$ cat src/types.sv
`default_nettype none

package types;

    localparam int OPCODE_W = 12;  // Also the program address width
    localparam int UADDR_W  = 7;
    localparam int STEP_W   = 4;
    localparam int IMMED_W  = 8;

    typedef enum logic [1:0] {
        CYCLE5,
        CYCLE7,
        CYCLE12
    } instr_length;

    typedef enum logic {
        FETCH,
        EXECUTE
    } seq_state;

    typedef struct packed {
        logic [UADDR_W-1:0] start_addr;
        instr_length        length;
        logic [IMMED_W-1:0] immed;
        logic               skip_pc_increment;  // Execution unit owns the PC
    } decode_t;

    // Per-cycle command to the microcode engine
    typedef struct packed {
        logic [UADDR_W-1:0] start_addr;
        logic [STEP_W-1:0]  step;
        logic [IMMED_W-1:0] immed;
        logic               first;
    } micro_op_t;

endpackage

`default_nettype wire
$ cat src/cpu_frontend.sv
`timescale 1ns/100ps
`default_nettype none

module cpu_frontend (
    input  wire                        clk,
    input  wire                        reset,
    output logic [types::OPCODE_W-1:0] rom_addr,
    input  wire  [types::OPCODE_W-1:0] rom_data,
    input  wire                        pc_load,
    input  wire  [types::OPCODE_W-1:0] pc_load_value,
    output types::micro_op_t           uop,
    output logic                       instr_done
);

    logic [types::OPCODE_W-1:0] opcode;
    types::decode_t             dec;
    logic                       pc_inc;
    logic                       pc_load_en;
    logic [types::OPCODE_W-1:0] pc_next_value;

    program_counter u_program_counter (
        .clk        (clk),
        .reset      (reset),
        .inc        (pc_inc),
        .load_en    (pc_load_en),
        .load_value (pc_next_value),
        .pc         (rom_addr)  // Registered PC drives memory directly
    );

    instr_sequencer u_instr_sequencer (
        .clk           (clk),
        .reset         (reset),
        .rom_data      (rom_data),
        .dec           (dec),
        .pc_load       (pc_load),
        .pc_load_value (pc_load_value),
        .opcode        (opcode),
        .pc_inc        (pc_inc),
        .pc_load_en    (pc_load_en),
        .pc_next_value (pc_next_value),
        .uop           (uop),
        .instr_done    (instr_done)
    );

    decode u_decode (
        .opcode (opcode),
        .dec    (dec)
    );

endmodule

`default_nettype wire

$ cat src/instr_sequencer.sv
`timescale 1ns/100ps
`default_nettype none

module instr_sequencer (
    input  wire                        clk,
    input  wire                        reset,
    input  wire  [types::OPCODE_W-1:0] rom_data,
    input  types::decode_t             dec,
    input  wire                        pc_load,
    input  wire  [types::OPCODE_W-1:0] pc_load_value,
    output logic [types::OPCODE_W-1:0] opcode,
    output logic                       pc_inc,
    output logic                       pc_load_en,
    output logic [types::OPCODE_W-1:0] pc_next_value,
    output types::micro_op_t           uop,
    output logic                       instr_done
);

    types::seq_state            state_q;
    logic [types::OPCODE_W-1:0] opcode_q;
    logic [types::STEP_W-1:0]   step_q;
    logic [types::STEP_W-1:0]   last_step;
    logic                       executing;
    logic                       capture_load;
    logic                       load_pending_q;
    logic [types::OPCODE_W-1:0] load_value_q;

    always_comb begin
        case (dec.length)
            types::CYCLE7:  last_step = 4'd6;
            types::CYCLE12: last_step = 4'd11;
            default:        last_step = 4'd4;
        endcase
    end

    assign executing    = (state_q == types::EXECUTE);
    assign instr_done   = executing && (step_q == last_step);
    assign capture_load = executing && dec.skip_pc_increment && pc_load;

    always_ff @(posedge clk) begin
        if (reset) begin
            state_q <= types::FETCH;
            step_q  <= '0;
        end else if (!executing) begin
            state_q <= types::EXECUTE;  // Single fetch cycle
            step_q  <= '0;
        end else if (instr_done) begin
            state_q <= types::FETCH;
        end else begin
            step_q <= step_q + 1'b1;
        end
    end

    always_ff @(posedge clk) begin
        if (!executing) begin
            opcode_q <= rom_data;  // Memory answers in the same cycle
        end
    end

    // A skip instruction remembers that the execution unit asked for a jump
    always_ff @(posedge clk) begin
        if (reset || instr_done) begin
            load_pending_q <= 1'b0;
        end else if (capture_load) begin
            load_pending_q <= 1'b1;
        end
    end

    always_ff @(posedge clk) begin
        if (capture_load) begin
            load_value_q <= pc_load_value;  // Latest target wins
        end
    end

    assign pc_inc        = instr_done && !dec.skip_pc_increment;
    assign pc_load_en    = instr_done && dec.skip_pc_increment && (load_pending_q || pc_load);
    assign pc_next_value = pc_load ? pc_load_value : load_value_q;
    assign opcode        = opcode_q;

    always_comb begin
        uop.start_addr = dec.start_addr;
        uop.step       = step_q;
        uop.immed      = dec.immed;
        uop.first      = executing && (step_q == '0);
    end

endmodule

`default_nettype wire

$ cat src/program_counter.sv
`timescale 1ns/100ps
`default_nettype none

module program_counter (
    input  wire                        clk,
    input  wire                        reset,
    input  wire                        inc,
    input  wire                        load_en,
    input  wire  [types::OPCODE_W-1:0] load_value,
    output logic [types::OPCODE_W-1:0] pc
);

    logic [3:0] page_q;  // Selects one 256-word block
    logic [7:0] step_q;

    always_ff @(posedge clk) begin
        if (reset) begin
            page_q <= 4'h0;
            step_q <= 8'h00;
        end else if (load_en) begin
            {page_q, step_q} <= load_value;  // Full jump wins over inc
        end else if (inc) begin
            step_q <= step_q + 8'd1;  // Wraps inside the page
        end
    end

    assign pc = {page_q, step_q};

endmodule

`default_nettype wire

$ cat src/decode.sv
`timescale 1ns/100ps
`default_nettype none

module decode (
    input  wire [types::OPCODE_W-1:0] opcode,
    output types::decode_t            dec
);

    function automatic types::decode_t make_dec(
        input logic [types::UADDR_W-1:0] start_addr,
        input types::instr_length        length,
        input logic                      skip
    );
        types::decode_t d;
        d = '0;
        d.start_addr        = start_addr;
        d.length            = length;
        d.skip_pc_increment = skip;
        return d;
    endfunction

    always_comb begin
        dec = make_dec(7'd0, types::CYCLE5, 1'b0);  // Undefined opcodes
        casez (opcode)
            12'h0??: dec = make_dec(7'd0, types::CYCLE5, 1'b0);   // JP s
            12'h1??: dec = make_dec(7'd1, types::CYCLE12, 1'b1);  // RETD e
            12'h2??: dec = make_dec(7'd2, types::CYCLE5, 1'b0);   // JP C, s
            12'h3??: dec = make_dec(7'd3, types::CYCLE5, 1'b0);   // JP NC, s
            12'h4??: dec = make_dec(7'd4, types::CYCLE7, 1'b1);   // CALL s
            12'h5??: dec = make_dec(7'd5, types::CYCLE7, 1'b1);   // CALZ s
            12'h6??: dec = make_dec(7'd6, types::CYCLE5, 1'b0);   // JP Z, s
            12'h7??: dec = make_dec(7'd7, types::CYCLE5, 1'b0);   // JP NZ, s
            12'h8??: dec = make_dec(7'd8, types::CYCLE5, 1'b0);   // LD Y, e
            12'h9??: dec = make_dec(7'd9, types::CYCLE5, 1'b0);   // LBPX MX, e

            12'hA0?: dec = make_dec(7'd10, types::CYCLE7, 1'b0);  // ADC XH, i
            12'hA1?: dec = make_dec(7'd11, types::CYCLE7, 1'b0);  // ADC XL, i
            12'hA2?: dec = make_dec(7'd12, types::CYCLE7, 1'b0);  // ADC YH, i
            12'hA3?: dec = make_dec(7'd13, types::CYCLE7, 1'b0);  // ADC YL, i
            12'hA4?: dec = make_dec(7'd14, types::CYCLE7, 1'b0);  // CP XH, i
            12'hA5?: dec = make_dec(7'd15, types::CYCLE7, 1'b0);  // CP XL, i
            12'hA6?: dec = make_dec(7'd16, types::CYCLE7, 1'b0);  // CP YH, i
            12'hA7?: dec = make_dec(7'd17, types::CYCLE7, 1'b0);  // CP YL, i
            12'hA8?: dec = make_dec(7'd18, types::CYCLE7, 1'b0);  // ADD r, q
            12'hA9?: dec = make_dec(7'd19, types::CYCLE7, 1'b0);  // ADC r, q
            12'hAA?: dec = make_dec(7'd20, types::CYCLE7, 1'b0);  // SUB r, q
            12'hAB?: dec = make_dec(7'd21, types::CYCLE7, 1'b0);  // SBC r, q
            12'hAC?: dec = make_dec(7'd22, types::CYCLE7, 1'b0);  // AND r, q
            12'hAD?: dec = make_dec(7'd23, types::CYCLE7, 1'b0);  // OR r, q
            12'hAE?: dec = make_dec(7'd24, types::CYCLE7, 1'b0);  // XOR r, q
            12'hAF?: dec = make_dec(7'd25, types::CYCLE7, 1'b0);  // RLC r

            12'hB??: dec = make_dec(7'd26, types::CYCLE5, 1'b0);  // LD X, e

            12'hC??: begin
                case (opcode[7:6])
                    2'b00: dec = make_dec(7'd27, types::CYCLE7, 1'b0);  // ADD r, i
                    2'b01: dec = make_dec(7'd28, types::CYCLE7, 1'b0);  // ADC r, i
                    2'b10: dec = make_dec(7'd29, types::CYCLE7, 1'b0);  // AND r, i
                    2'b11: dec = make_dec(7'd30, types::CYCLE7, 1'b0);  // OR r, i
                endcase
            end
            12'hD??: begin
                case (opcode[7:6])
                    2'b00: dec = make_dec(7'd31, types::CYCLE7, 1'b0);  // XOR r, i
                    2'b01: dec = make_dec(7'd32, types::CYCLE7, 1'b0);  // SBC r, i
                    2'b10: dec = make_dec(7'd33, types::CYCLE7, 1'b0);  // FAN r, i
                    2'b11: dec = make_dec(7'd34, types::CYCLE7, 1'b0);  // CP r, i
                endcase
            end
            12'hE??: begin
                casez (opcode[7:0])  // 9C-9F, AC-AF, BC-BF and Dx are holes
                    8'b00??_????: dec = make_dec(7'd35, types::CYCLE5, 1'b0);  // LD r, i
                    8'b010?_????: dec = make_dec(7'd36, types::CYCLE5, 1'b0);  // PSET p
                    8'b0110_????: dec = make_dec(7'd37, types::CYCLE5, 1'b0);  // LDPX MX, i
                    8'b0111_????: dec = make_dec(7'd38, types::CYCLE5, 1'b0);  // LDPY MY, i
                    8'b1000_00??: dec = make_dec(7'd39, types::CYCLE5, 1'b0);  // LD XP, r
                    8'b1000_01??: dec = make_dec(7'd40, types::CYCLE5, 1'b0);  // LD XH, r
                    8'b1000_10??: dec = make_dec(7'd41, types::CYCLE5, 1'b0);  // LD XL, r
                    8'b1000_11??: dec = make_dec(7'd42, types::CYCLE5, 1'b0);  // RRC r
                    8'b1001_00??: dec = make_dec(7'd43, types::CYCLE5, 1'b0);  // LD YP, r
                    8'b1001_01??: dec = make_dec(7'd44, types::CYCLE5, 1'b0);  // LD YH, r
                    8'b1001_10??: dec = make_dec(7'd45, types::CYCLE5, 1'b0);  // LD YL, r
                    8'b1010_00??: dec = make_dec(7'd46, types::CYCLE5, 1'b0);  // LD r, XP
                    8'b1010_01??: dec = make_dec(7'd47, types::CYCLE5, 1'b0);  // LD r, XH
                    8'b1010_10??: dec = make_dec(7'd48, types::CYCLE5, 1'b0);  // LD r, XL
                    8'b1011_00??: dec = make_dec(7'd49, types::CYCLE5, 1'b0);  // LD r, YP
                    8'b1011_01??: dec = make_dec(7'd50, types::CYCLE5, 1'b0);  // LD r, YH
                    8'b1011_10??: dec = make_dec(7'd51, types::CYCLE5, 1'b0);  // LD r, YL
                    8'b1100_????: dec = make_dec(7'd52, types::CYCLE5, 1'b0);  // LD r, q
                    8'b1110_????: dec = make_dec(7'd53, types::CYCLE5, 1'b0);  // LDPX r, q
                    8'b1111_????: dec = make_dec(7'd54, types::CYCLE5, 1'b0);  // LDPY r, q
                    default: ;
                endcase
            end

            12'hF0?: dec = make_dec(7'd55, types::CYCLE7, 1'b0);  // CP r, q
            12'hF1?: dec = make_dec(7'd56, types::CYCLE7, 1'b0);  // FAN r, q
            12'hF2?: begin
                case (opcode[3:2])
                    2'b10: dec = make_dec(7'd57, types::CYCLE7, 1'b0);  // ACPX MX, r
                    2'b11: dec = make_dec(7'd58, types::CYCLE7, 1'b0);  // ACPY MY, r
                    default: ;
                endcase
            end
            12'hF3?: begin
                case (opcode[3:2])
                    2'b10: dec = make_dec(7'd59, types::CYCLE7, 1'b0);  // SCPX MX, r
                    2'b11: dec = make_dec(7'd60, types::CYCLE7, 1'b0);  // SCPY MY, r
                    default: ;
                endcase
            end
            12'hF4?: dec = make_dec(7'd61, types::CYCLE7, 1'b0);  // SET F, i
            12'hF5?: dec = make_dec(7'd62, types::CYCLE7, 1'b0);  // RST F, i
            12'hF6?: dec = make_dec(7'd63, types::CYCLE7, 1'b0);  // INC Mn
            12'hF7?: dec = make_dec(7'd64, types::CYCLE7, 1'b0);  // DEC Mn
            12'hF8?: dec = make_dec(7'd65, types::CYCLE5, 1'b0);  // LD Mn, A
            12'hF9?: dec = make_dec(7'd66, types::CYCLE5, 1'b0);  // LD Mn, B
            12'hFA?: dec = make_dec(7'd67, types::CYCLE5, 1'b0);  // LD A, Mn
            12'hFB?: dec = make_dec(7'd68, types::CYCLE5, 1'b0);  // LD B, Mn

            12'hFC?: begin
                casez (opcode[3:0])
                    4'b00??: dec = make_dec(7'd69, types::CYCLE5, 1'b0);  // PUSH r
                    4'b0100: dec = make_dec(7'd70, types::CYCLE5, 1'b0);  // PUSH XP
                    4'b0101: dec = make_dec(7'd71, types::CYCLE5, 1'b0);  // PUSH XH
                    4'b0110: dec = make_dec(7'd72, types::CYCLE5, 1'b0);  // PUSH XL
                    4'b0111: dec = make_dec(7'd73, types::CYCLE5, 1'b0);  // PUSH YP
                    4'b1000: dec = make_dec(7'd74, types::CYCLE5, 1'b0);  // PUSH YH
                    4'b1001: dec = make_dec(7'd75, types::CYCLE5, 1'b0);  // PUSH YL
                    4'b1010: dec = make_dec(7'd76, types::CYCLE5, 1'b0);  // PUSH F
                    4'b1011: dec = make_dec(7'd77, types::CYCLE5, 1'b0);  // DEC SP
                    default: ;
                endcase
            end
            12'hFD?: begin
                casez (opcode[3:0])
                    4'b00??: dec = make_dec(7'd78, types::CYCLE5, 1'b0);   // POP r
                    4'b0100: dec = make_dec(7'd79, types::CYCLE5, 1'b0);   // POP XP
                    4'b0101: dec = make_dec(7'd80, types::CYCLE5, 1'b0);   // POP XH
                    4'b0110: dec = make_dec(7'd81, types::CYCLE5, 1'b0);   // POP XL
                    4'b0111: dec = make_dec(7'd82, types::CYCLE5, 1'b0);   // POP YP
                    4'b1000: dec = make_dec(7'd83, types::CYCLE5, 1'b0);   // POP YH
                    4'b1001: dec = make_dec(7'd84, types::CYCLE5, 1'b0);   // POP YL
                    4'b1010: dec = make_dec(7'd85, types::CYCLE5, 1'b0);   // POP F
                    4'b1011: dec = make_dec(7'd86, types::CYCLE5, 1'b0);   // INC SP
                    4'b1110: dec = make_dec(7'd87, types::CYCLE12, 1'b0);  // RETS
                    4'b1111: dec = make_dec(7'd88, types::CYCLE7, 1'b1);   // RET
                    default: ;
                endcase
            end
            12'hFE?: begin
                casez (opcode[3:0])
                    4'b00??: dec = make_dec(7'd89, types::CYCLE5, 1'b0);  // LD SPH, r
                    4'b01??: dec = make_dec(7'd90, types::CYCLE5, 1'b0);  // LD r, SPH
                    4'b1000: dec = make_dec(7'd91, types::CYCLE5, 1'b0);  // JPBA
                    default: ;
                endcase
            end
            12'hFF?: begin
                casez (opcode[3:0])
                    4'b00??: dec = make_dec(7'd92, types::CYCLE5, 1'b0);  // LD SPL, r
                    4'b01??: dec = make_dec(7'd93, types::CYCLE5, 1'b0);  // LD r, SPL
                    4'b1000: dec = make_dec(7'd94, types::CYCLE5, 1'b0);  // HALT
                    4'b1001: dec = make_dec(7'd95, types::CYCLE5, 1'b0);  // SLP
                    4'b1011: dec = make_dec(7'd96, types::CYCLE5, 1'b0);  // NOP5
                    4'b1111: dec = make_dec(7'd97, types::CYCLE7, 1'b0);  // NOP7
                    default: ;
                endcase
            end
            default: ;
        endcase
        dec.immed = opcode[7:0];  // Low byte is always the operand field
    end

endmodule

`default_nettype wire

$ cat config.mk
export PLATFORM = sky130hd
export DESIGN_NAME = cpu_frontend
export DESIGN_NICKNAME = d
export VERILOG_FILES = /design/src/types.sv /design/src/cpu_frontend.sv /design/src/instr_sequencer.sv /design/src/program_counter.sv /design/src/decode.sv
export SDC_FILE = /design/constraint.sdc
export NUM_CORES = 1
export LEC_CHECK = 0
export BUFFER_PORTS_ARGS = -buffer_cell sky130_fd_sc_hd__buf_2
export CAP_MARGIN = 10
export CORE_MARGIN = 8
export CORE_UTILIZATION = 30
export DETAILED_ROUTE_END_ITERATION = 10
export PLACE_DENSITY_LB_ADDON = 0.2
export SYNTH_ARGS = -nofsm -noshare
export SYNTH_HDL_FRONTEND = slang
export SYNTH_SLANG_ARGS = --single-unit
$ cat constraint.sdc
create_clock -name clk -period 2.95 [get_ports clk]
set_clock_uncertainty 0.1 [all_clocks]
set_input_delay 0.1475 -clock clk [delete_from_list [all_inputs] [get_ports clk]]
set_output_delay 0.1475 -clock clk [all_outputs]
set_load 0.03 [all_outputs]
==> results of run 1 <==
==> cells in the mapped netlist, types with 3 or more instances <==
cell type,count,area [um^2]
sky130_fd_sc_hd__o21a_1,4,30.0
sky130_fd_sc_hd__nand2b_1,11,68.8
sky130_fd_sc_hd__nor2_1,33,124
sky130_fd_sc_hd__a211o_1,3,26.3
sky130_fd_sc_hd__mux2i_1,11,110
sky130_fd_sc_hd__nor4_1,4,25.0
sky130_fd_sc_hd__nand3_1,10,50.1
sky130_fd_sc_hd__inv_1,19,71.3
sky130_fd_sc_hd__o31ai_1,6,45.0
sky130_fd_sc_hd__a21o_1,3,22.5
sky130_fd_sc_hd__a21boi_0,3,22.5
sky130_fd_sc_hd__xor2_1,4,35.0
sky130_fd_sc_hd__dfxtp_1,18,360
sky130_fd_sc_hd__nand2_1,23,86.3
sky130_fd_sc_hd__ha_1,10,125
sky130_fd_sc_hd__and3_1,7,43.8
sky130_fd_sc_hd__o211ai_1,4,30.0
sky130_fd_sc_hd__nand4_1,8,50.1
sky130_fd_sc_hd__o21ai_0,29,145
sky130_fd_sc_hd__buf_4,10,75.1
sky130_fd_sc_hd__nor3_1,7,35.0
sky130_fd_sc_hd__a21oi_1,21,105
sky130_fd_sc_hd__buf_2,11,55.1
sky130_fd_sc_hd__a22oi_1,5,37.5
sky130_fd_sc_hd__clkbuf_1,15,56.3
sky130_fd_sc_hd__a32o_1,5,50.1
sky130_fd_sc_hd__a211oi_1,10,75.1
sky130_fd_sc_hd__nand4b_1,4,35.0
sky130_fd_sc_hd__nor2b_1,8,50.1
sky130_fd_sc_hd__edfxtp_1,24,721
sky130_fd_sc_hd__o32ai_1,4,35.0
sky130_fd_sc_hd__a31oi_1,4,25.0
sky130_fd_sc_hd__a221oi_1,3,26.3
==> cells by family (layout without fill, tap and decap cells) <==
family	after synthesis	after routing	share of synthesized area (%)
buffers and inverters	59	157	8.83
and+or+nand+nor	131	131	21.8
DFF	42	42	33.2
muxes	13	13	4.07
xor gates and xnor gates	6	6	1.61
adders and majority gates	10	10	3.84
AOI/OAI and AO/OA	126	126	26.7
==> metrics by stage <==
stage | hold slack (ps) | TNS, ps | util, %
4_1_cts | 34.5 | -179 | 39.5
5_1_grt | 51.4 | -1950 | 40.1
3_3_place_gp | 224 | -0.156 | 35.5
2_1_floorplan | 146 | 0 | -
3_5_place_dp | 226 | -494 | 35.5
6_report | 46.4 | 0 | 40.1
==> sequential cells by signal, indices dropped and copies added, names as in the netlist <==
signal and cells:
u_instr_sequencer.load_value_q 12, u_program_counter.page_q 4, u_instr_sequencer.step_q 4, u_program_counter.step_q 8
u_instr_sequencer.load_pending_q 1, u_instr_sequencer.opcode 12, u_instr_sequencer.executing 1
==> final timing paths <==
path | from | cells after the start | slack [ps] | end
setup / recovery | u_instr_sequencer.opcode[6]$_DFFE_PN_ | 14 | 4 | instr_done
hold / removal | reset | 2 | 50 | u_program_counter.step_q[0]$_SDFFE_PP0P_
setup reg to reg | u_instr_sequencer.opcode[6]$_DFFE_PN_ | 15 | 10 | u_program_counter.step_q[7]$_SDFFE_PP0P_
hold reg to reg | u_program_counter.page_q[2]$_SDFFE_PP0P_ | 2 | 400 | u_program_counter.page_q[2]$_SDFFE_PP0P_
==> final cells by class <==
type	count	area share, %
timing repair buffer	130	21.3
tap	140	4.07
clock inverter	2	0.320
multi-input combinational	286	45.8
sequential	42	25.1
inverter	19	1.71
clock buffer	6	1.69
==> report_power, final <==
group / internal [W] / total [W] / switching [W]
Clock: 0.000167 / 0.000360 / 0.000193
Combinational: 0.000158 / 0.000374 / 0.000217
Sequential: 0.000636 / 0.000657 / 0.0000208
==> what timing repair did <==
action	CTS	global route
setup endpoints to repair	7	22
hold buffers	24	0
hold endpoints to repair	24	0
gates resized for setup	16	13
buffers inserted	7	3
gates cloned	0	0
pin swaps	12	11
==> worst max-delay path: cells and delay by family, from the launching register on <==
kind | cells | cell delay [ps]
XOR/XNOR | 1 | 170
AND/OR/NAND/NOR | 2 | 160
adder cells (fa/ha/maj) | 2 | 470
buffers and inverters | 5 | 570
flip-flops | 1 | 490
AO/OA/AOI/OAI | 4 | 550
==> routing by layer <==
metal	vias up	wire [um]	global-route usage [%]
met5	-	0	0
met4	0	213	5.39
met3	16	504	2.19
met2	106	4650	21.9
met1	1553	4750	18.5
li1	1627	-	-
==> metrics.cfg, run 1 <==
[run_status]
run_status=finished, final reports clean

[detailed_routing]
drt_first_pass_iters=6
antenna_violating_nets_post_route=0
first_iteration_detailed_routing_drc_count=222
route.final.wire_length_um=10100
route.vias.total=3302
drc_errors=0
via_per_inst=5.28
avgRoutedWirePerCell_um=16.2

[floorplan]
die-height_um=120
die-width_um=120
floorplan.die_area_mm2=0.0145
initial_core_util_pct=30.3
core_mm2=0.0107
pin_count=60
rows=38

[clock_network]
clock-root-buffer=sky130_fd_sc_hd__clkbuf_8
clk_path_buf_depth=2
ctsHtreeMaxLevel=2
tritoncts=built
numCtsBuffers=5
cts.sinks=42
cts.clk_slew.worst_paths_ps=90
clk_latency_ps=300

[job]
cap_violations=0

[timing]
timing.final.crit_share_pct=99.9
fmax_mhz=339
count_of_pins_over_their_slew_limit=0
rsz_0062_raised_after_global_routing=true
setup_violations=0
layout_min_cycle_time_ps=2950
slew_margin_rel_pct=62.0
final.setup.worst_slack_ps=3.69
timing.final.hold_violations=0
worst-slew-pin-transition_ps=570

[synthesis]
yosys_warnings=0
netlist_area_mm2=0.00326
synth-main-ff-cell=sky130_fd_sc_hd__edfxtp_1
synthCells=387
fraction_of_registers_with_async_set_reset_pct=0
synth_enable_flop_cells=24
post_synth_num_cell_types=66
synth.net_count=424
synth_sequential_area_ratio_pct=33.2
ys_seq_elements=42
synth_area_per_inst_um2=8.43

[place]
placed_area_mm2=0.00381
placedCellCount=584
placer_congestion=0.887
place_ws_ps=-125
io_port_bufs=59
dpl.hpwl_um=7480

[layout]
finalNetCount=521
fin_area_mm2=0.00431
final.fill_count=1102
count_of_inserted_antenna_diode_cells=0
post_route_cells_drive_above_1_share_pct=28.5
layout_common_cells=sky130_fd_sc_hd__buf_2 (57), sky130_fd_sc_hd__buf_4 (42), sky130_fd_sc_hd__nor2_1 (32)
multiInputGateArea_mm2=0.00197
post_layout_nonfiller_instances=625
final-seq-area_mm2=0.00108
areaGrowthSynthToFinish_pct=32.1
most_common_cell_after_layout_fill_and_taps_aside=sky130_fd_sc_hd__buf_2

[worst_setup_path]
worstSetupPathType=register to primary output
start_kind=register
timing.critical_path.required_ps=2700
worst_path_most_repeated_cell=sky130_fd_sc_hd__buf_6
crit_chain=inv_2 -> ha_4 -> o21ai_2 -> o31ai_1 -> nand2_1 -> nand2_2 -> a311oi_2 -> ha_1 -> xor2_2 -> o2111ai_2 -> buf_4 -> buf_6 -> inv_4 -> buf_6
critical_path_arrival_ps=2700
setup.worst_path.end_class=primary output
worst-path-max-fanout=4
critical_path.slowest_cell=sky130_fd_sc_hd__edfxtp_1
slowest_delay_ps=490

[hold_path]
hold_path_class=input port to register

[power_and_ir_drop]
total_leakage_power_nw=1.74
finalPower_w=0.00139
power_density_normalized_to_cell_area_mw_per_mm2=323
max-vdd-ir-drop_uv=284

[global_routing]
grt_antenna_before_repair=0
grt_first_pass_wirelength_um=16500
grt_overflow=0
via_count_of_the_first_global_routing_pass=3243
globalRouteTotalUtil_pct=13.8
pin_count_of_the_biggest_net_entering_global_routing=28

(Power assumes the default switching activity.)
==> inputs of run 2 (changes only) <==
RECOVER_POWER = 25   (was default)
==> run 2 against run 1 <==
Compared with the run above: die area did not move; count of clock-buffer cells in the layout did not move; design area fell by 0.26%; clock power barely moved; flip-flop and latch count did not move; non-clock buffer count did not move; utilization fell by 0.10 points; largest cell class unchanged; global-route usage did not move; critical path depth did not move.
==> metrics.cfg, run 2 (synthesized netlist as in run 1, its figures left out) <==
[timing]
slew_margin_rel_pct=62.3  ; +0.30 points
final.setup.worst_slack_ps=2.47  ; -1.23 ps
timing.final.hold_violations=0  ; unchanged
layout_min_cycle_time_ps=2950  ; +1.23 ps
count_of_pins_over_their_slew_limit=0  ; unchanged
fmax_mhz=339  ; about the same
rsz_0062_raised_after_global_routing=true
timing.final.crit_share_pct=99.9  ; about the same
holdWs_ps=45.2  ; -1.30 ps
worst-slew-pin-transition_ps=566  ; -4.45 ps
setup_violations=0  ; unchanged

[clock_network]
clk_path_buf_depth=2  ; unchanged
cts.clk_slew.worst_paths_ps=90  ; about the same
clock-root-buffer=sky130_fd_sc_hd__clkbuf_8
ctsHtreeMaxLevel=2  ; unchanged
cts.sinks=42  ; unchanged
tritoncts=built
numCtsBuffers=5  ; unchanged
clk_latency_ps=290  ; about the same

[detailed_routing]
route.vias.total=3311  ; +0.27%
route.final.wire_length_um=10100  ; -0.63%
antenna_violating_nets_post_route=0  ; unchanged
avgRoutedWirePerCell_um=16.1  ; -0.63%
first_iteration_detailed_routing_drc_count=237  ; +6.8%
via_per_inst=5.30  ; +0.27%
drc_errors=0  ; unchanged
drt_first_pass_iters=4  ; -2

[place]
place_ws_ps=-125  ; unchanged
dpl.hpwl_um=7480  ; unchanged
io_port_bufs=59  ; unchanged
placer_congestion=0.887  ; unchanged
placed_area_mm2=0.00381  ; unchanged

[layout]
layout_common_cells=sky130_fd_sc_hd__buf_2 (48), sky130_fd_sc_hd__buf_4 (42), sky130_fd_sc_hd__nor2_1 (32)
areaGrowthSynthToFinish_pct=31.7
most_common_cell_after_layout_fill_and_taps_aside=sky130_fd_sc_hd__buf_2
count_of_inserted_antenna_diode_cells=0  ; unchanged
fin_area_mm2=0.00430  ; -0.26%
finalNetCount=521  ; unchanged
post_route_cells_drive_above_1_share_pct=26.6  ; -1.9 points
final.fill_count=1108  ; +0.54%
final-seq-area_mm2=0.00108  ; unchanged
multiInputGateArea_mm2=0.00197  ; unchanged

[global_routing]
pin_count_of_the_biggest_net_entering_global_routing=28  ; unchanged
grt_first_pass_wirelength_um=16500  ; unchanged
globalRouteTotalUtil_pct=13.8  ; unchanged
grt_overflow=0  ; unchanged
via_count_of_the_first_global_routing_pass=3243  ; unchanged
grt_antenna_before_repair=0  ; unchanged

[job]
cap_violations=0  ; unchanged

[worst_setup_path]
worstSetupPathType=register to primary output
worst-path-max-fanout=4  ; unchanged
start_kind=register
critical_path_arrival_ps=2700  ; about the same
timing.critical_path.required_ps=2700  ; about the same
ff2ff_path_depth=15  ; unchanged
setup.worst_path.end_class=primary output
r2r_start=u_instr_sequencer.opcode[6]$_DFFE_PN_
crit_start=u_instr_sequencer.opcode[6]$_DFFE_PN_

[floorplan]
pin_count=60  ; unchanged
die-height_um=120  ; unchanged
die-width_um=120  ; unchanged
core_mm2=0.0107  ; unchanged
initial_core_util_pct=30.3  ; unchanged
rows=38  ; unchanged
floorplan.die_area_mm2=0.0145  ; unchanged

[power_and_ir_drop]
power_density_normalized_to_cell_area_mw_per_mm2=324  ; +0.15%
total_leakage_power_nw=1.71  ; -1.4%
max-vdd-ir-drop_uv=284  ; about the same

[hold_path]
hold_path_startpoint=reset
cell_count_of_the_worst_hold_path=2  ; unchanged
hold_path_class=input port to register

[run_status]
run_status=finished, final reports clean

-- run 2: cell type report --
class / count / share of cell area, %
clock inverters: 2 / 0.320
flip-flops and latches: 42 / 25.2
clock buffers: 6 / 1.69
multi-input cells: 286 / 46.0
inverters: 19 / 1.72
repair buffers: 130 / 21.1
well taps: 140 / 4.08
-- run 2: critical path, cell delays in order (launching register included) --
cell and delay [ps]:
sky130_fd_sc_hd__edfxtp_1 490, sky130_fd_sc_hd__inv_2 100, sky130_fd_sc_hd__ha_4 170, sky130_fd_sc_hd__o21ai_2 100, sky130_fd_sc_hd__o31ai_1 70, sky130_fd_sc_hd__nand2_1 100
sky130_fd_sc_hd__nand2_2 60, sky130_fd_sc_hd__a311oi_2 240, sky130_fd_sc_hd__ha_1 300, sky130_fd_sc_hd__xor2_2 170, sky130_fd_sc_hd__o2111ai_2 140, sky130_fd_sc_hd__buf_4 180
sky130_fd_sc_hd__buf_6 120, sky130_fd_sc_hd__inv_4 50, sky130_fd_sc_hd__buf_6 120
-- run 2: what timing repair did --
item	in CTS	in global routing
gates resized for setup	16	13
pin swaps	12	11
hold buffers	24	0
setup endpoints to repair	7	22
buffers inserted	7	3
cloned	0	0
endpoints found under the hold margin	24	0
-- run 2: final timing paths --
check                                                  end  slack (ps)
setup / recovery                                instr_done           2
hold reg to reg   u_program_counter.page_q[2]$_SDFFE_PP0P_         400
setup reg to reg  u_program_counter.step_q[7]$_SDFFE_PP0P_          20
hold / removal    u_program_counter.step_q[0]$_SDFFE_PP0P_          50
-- run 2: routing by layer --
metal	part of all wire [%]	global-route usage, %
met4	2.1	5.39
met5	0	0
met3	6.5	2.19
met2	46	21.9
met1	46	18.5
-- run 2: metrics by stage --
step	utilization [%]	setup TNS [ps]	power (W)	instances
after floorplan	-	0	0.000898	387
after global placement	35.5	-0.156	0.00100	584
after detailed placement	35.5	-494	0.00100	584
after CTS	39.5	-179	0.00140	623
after global routing	40.0	-1950	0.00147	625
final	40.0	0	0.00139	625
-- run 2: where the power goes --
| group | total [W] | internal, W | switching, W |
|---|---|---|---|
| Sequential | 0.000657 | 0.000636 | 0.0000208 |
| Clock | 0.000361 | 0.000167 | 0.000194 |
| Combinational | 0.000372 | 0.000156 | 0.000216 |
==> inputs of run 3 (changes only) <==
CORE_MARGIN = 2   (was 8)
==> run 3 against run 2 <==
Compared with the run above: critical path type unchanged; largest cell class unchanged; count of clock-buffer cells in the layout unchanged; critical endpoint unchanged; final cell count is 0.80% higher; combinational power increased by 5.4%; critical path depth stayed put; wire length decreased by 2.9%; via count down 0.24%; design area up 2.9%.
==> metrics.cfg, run 3 (synthesized netlist as in run 1, its figures left out) <==
[layout]
areaGrowthSynthToFinish_pct=35.5
post_route_cells_drive_above_1_share_pct=29.4  ; +2.8 points
finalNetCount=526  ; +0.96%
count_of_inserted_antenna_diode_cells=0  ; unchanged
final-seq-area_mm2=0.00108  ; unchanged
final.fill_count=1091  ; -1.5%
layout_common_cells=sky130_fd_sc_hd__buf_4 (48), sky130_fd_sc_hd__buf_2 (46), sky130_fd_sc_hd__nor2_1 (32), sky130_fd_sc_hd__dlygate4sd3_1 (24), sky130_fd_sc_hd__edfxtp_1 (24)
most_common_cell_after_layout_fill_and_taps_aside=sky130_fd_sc_hd__buf_4
layout.core_utilization_pct=41.3  ; +1.3 points
multiInputGateArea_mm2=0.00202  ; +2.2%
post_layout_nonfiller_instances=630  ; +0.80%

[worst_setup_path]
critical_path_arrival_ps=2700  ; about the same
worstSetupPathType=register to primary output
r2r_start=u_instr_sequencer.opcode[6]$_DFFE_PN_
setup.worst_path.end_class=primary output
start_kind=register
ff2ff_path_depth=15  ; unchanged
worst-path-max-fanout=5  ; +1
r2r-end=u_program_counter.step_q[7]$_SDFFE_PP0P_
timing.critical_path.required_ps=2700  ; about the same
setup.reg_to_reg.worst_slack_ps=20  ; about the same

[clock_network]
tritoncts=built
numCtsBuffers=5  ; unchanged
cts.clk_slew.worst_paths_ps=90  ; about the same
ctsHtreeMaxLevel=2  ; unchanged
clk_path_buf_depth=2  ; unchanged
cts.sinks=42  ; unchanged
clk_latency_ps=300  ; about the same
clock-root-buffer=sky130_fd_sc_hd__clkbuf_8

[detailed_routing]
drc_errors=0  ; unchanged
antenna_violating_nets_post_route=0  ; unchanged
via_per_inst=5.24  ; -1.0%
route.vias.total=3303  ; -0.24%
first_iteration_detailed_routing_drc_count=170  ; -28%
avgRoutedWirePerCell_um=15.5  ; -3.6%
drt_first_pass_iters=5  ; +1
route.final.wire_length_um=9770  ; -2.9%

[place]
place_ws_ps=-113  ; +12.9 ps
placer_congestion=0.900  ; +1.5%
io_port_bufs=59  ; unchanged
dpl.hpwl_um=7110  ; -5.0%
placedCellCount=584  ; unchanged

[hold_path]
hold_path_class=input port to register
hold_path_startpoint=reset
min_to=u_program_counter.step_q[0]$_SDFFE_PP0P_
cell_count_of_the_worst_hold_path=2  ; unchanged

[timing]
count_of_pins_over_their_slew_limit=0  ; unchanged
worst-slew-pin-transition_ps=588  ; +22.1 ps
layout_min_cycle_time_ps=2950  ; +1.28 ps
setup_violations=0  ; unchanged
final.setup.worst_slack_ps=1.18  ; -1.28 ps
fmax_mhz=339  ; about the same
timing.final.crit_share_pct=100  ; about the same
setup-tns-final_ps=0  ; unchanged
timing.final.hold_violations=0  ; unchanged
rsz_0062_raised_after_global_routing=true
slew_margin_rel_pct=60.8  ; -1.5 points

[power_and_ir_drop]
power_density_normalized_to_cell_area_mw_per_mm2=333  ; +3.0%
max-vdd-ir-drop_uv=360  ; +27%
total_leakage_power_nw=1.77  ; +3.2%

[floorplan]
die-height_um=108  ; -10%
initial_core_util_pct=30.5  ; +0.13 points
die-width_um=108  ; -10%
floorplan.die_area_mm2=0.0117  ; -19%
pin_count=60  ; unchanged
core_mm2=0.0107  ; -0.44%
rows=38  ; unchanged

[global_routing]
globalRouteTotalUtil_pct=17.0  ; +3.1 points
grt_first_pass_wirelength_um=15800  ; -3.9%
pin_count_of_the_biggest_net_entering_global_routing=28  ; unchanged
grt_antenna_before_repair=0  ; unchanged
grt_overflow=0  ; unchanged
via_count_of_the_first_global_routing_pass=3142  ; -3.1%

[job]
cap_violations=0  ; unchanged

[run_status]
run_status=finished, final reports clean

## run 3: cell count changes in the layout (fill, tap and decap cells not counted), sizes merged
cell	previous run	this run
buf	96	101
clkinv	2	1
inv	19	20
## run 3: how the worst max path moves through the flow
| stage | startpoint | endpoint | slack [ps] | depth (start not counted) |
|---|---|---|---|---|
| 2_1_floorplan | u_instr_sequencer.opcode[6]$_DFFE_PN_ | u_program_counter.page_q[0]$_SDFFE_PP0P_ | 6 | 14 |
| 3_3_place_gp | u_instr_sequencer.opcode[6]$_DFFE_PN_ | u_program_counter.page_q[2]$_SDFFE_PP0P_ | 20 | 13 |
| 3_5_place_dp | u_instr_sequencer.opcode[6]$_DFFE_PN_ | u_program_counter.page_q[3]$_SDFFE_PP0P_ | -110 | 13 |
| 4_1_cts | u_instr_sequencer.opcode[6]$_DFFE_PN_ | u_program_counter.step_q[7]$_SDFFE_PP0P_ | -40 | 15 |
| 5_1_grt | u_instr_sequencer.opcode[6]$_DFFE_PN_ | u_program_counter.step_q[7]$_SDFFE_PP0P_ | -230 | 15 |
| 6_report | u_instr_sequencer.opcode[6]$_DFFE_PN_ | instr_done | 1 | 14 |
## run 3: layer usage
metal	vias up	track usage, %	part of all wire (%)
met4	0	4.03	1.2
met5	-	0	0
li1	1641	-	-
met3	8	2.41	4.6
met1	1562	24.5	48
met2	92	26.6	46
## run 3: what timing repair did
| action | 4_1_cts | 5_1_grt |
|---|---|---|
| setup endpoints to repair | 12 | 22 |
| resized for setup | 24 | 18 |
| setup buffers | 9 | 5 |
| endpoints found under the hold margin | 24 | 0 |
| hold buffers | 24 | 0 |
| pin swaps | 14 | 12 |
## run 3: power by group
part,switching (W),internal [W]
registers,0.0000185,0.000636
logic,0.000224,0.000168
clock network,0.000207,0.000220
total,0.000450,0.00102
## run 3: per-stage QoR
step	area (um^2)	hold slack, ps	total power [W]
4_1_cts	4330	30.0	0.00147
5_1_grt	4420	44.6	0.00155
6_report	4420	43.0	0.00147
3_3_place_gp	3830	224	0.00100
2_1_floorplan	3300	146	0.000898
3_5_place_dp	3830	226	0.00100
## run 3: cell type report
class / instances / area share, %
clock inverters: 2 / 0.311
clock buffers: 6 / 2.12
inverters: 19 / 1.67
well taps: 140 / 3.96
multi-input cells: 286 / 45.6
repair buffers: 135 / 21.8
flip-flops and latches: 42 / 24.5
## run 3: worst max-delay path: stages (launching register included)
cell	delay, ps
sky130_fd_sc_hd__edfxtp_1	500
sky130_fd_sc_hd__inv_2	100
sky130_fd_sc_hd__ha_4	170
sky130_fd_sc_hd__o21ai_2	140
sky130_fd_sc_hd__o31ai_2	70
sky130_fd_sc_hd__nand2_1	70
sky130_fd_sc_hd__nand2_1	60
sky130_fd_sc_hd__a311oi_2	230
sky130_fd_sc_hd__ha_1	300
sky130_fd_sc_hd__xor2_2	160
sky130_fd_sc_hd__o2111ai_2	130
sky130_fd_sc_hd__buf_4	170
sky130_fd_sc_hd__buf_6	120
sky130_fd_sc_hd__inv_4	60
sky130_fd_sc_hd__buf_6	120
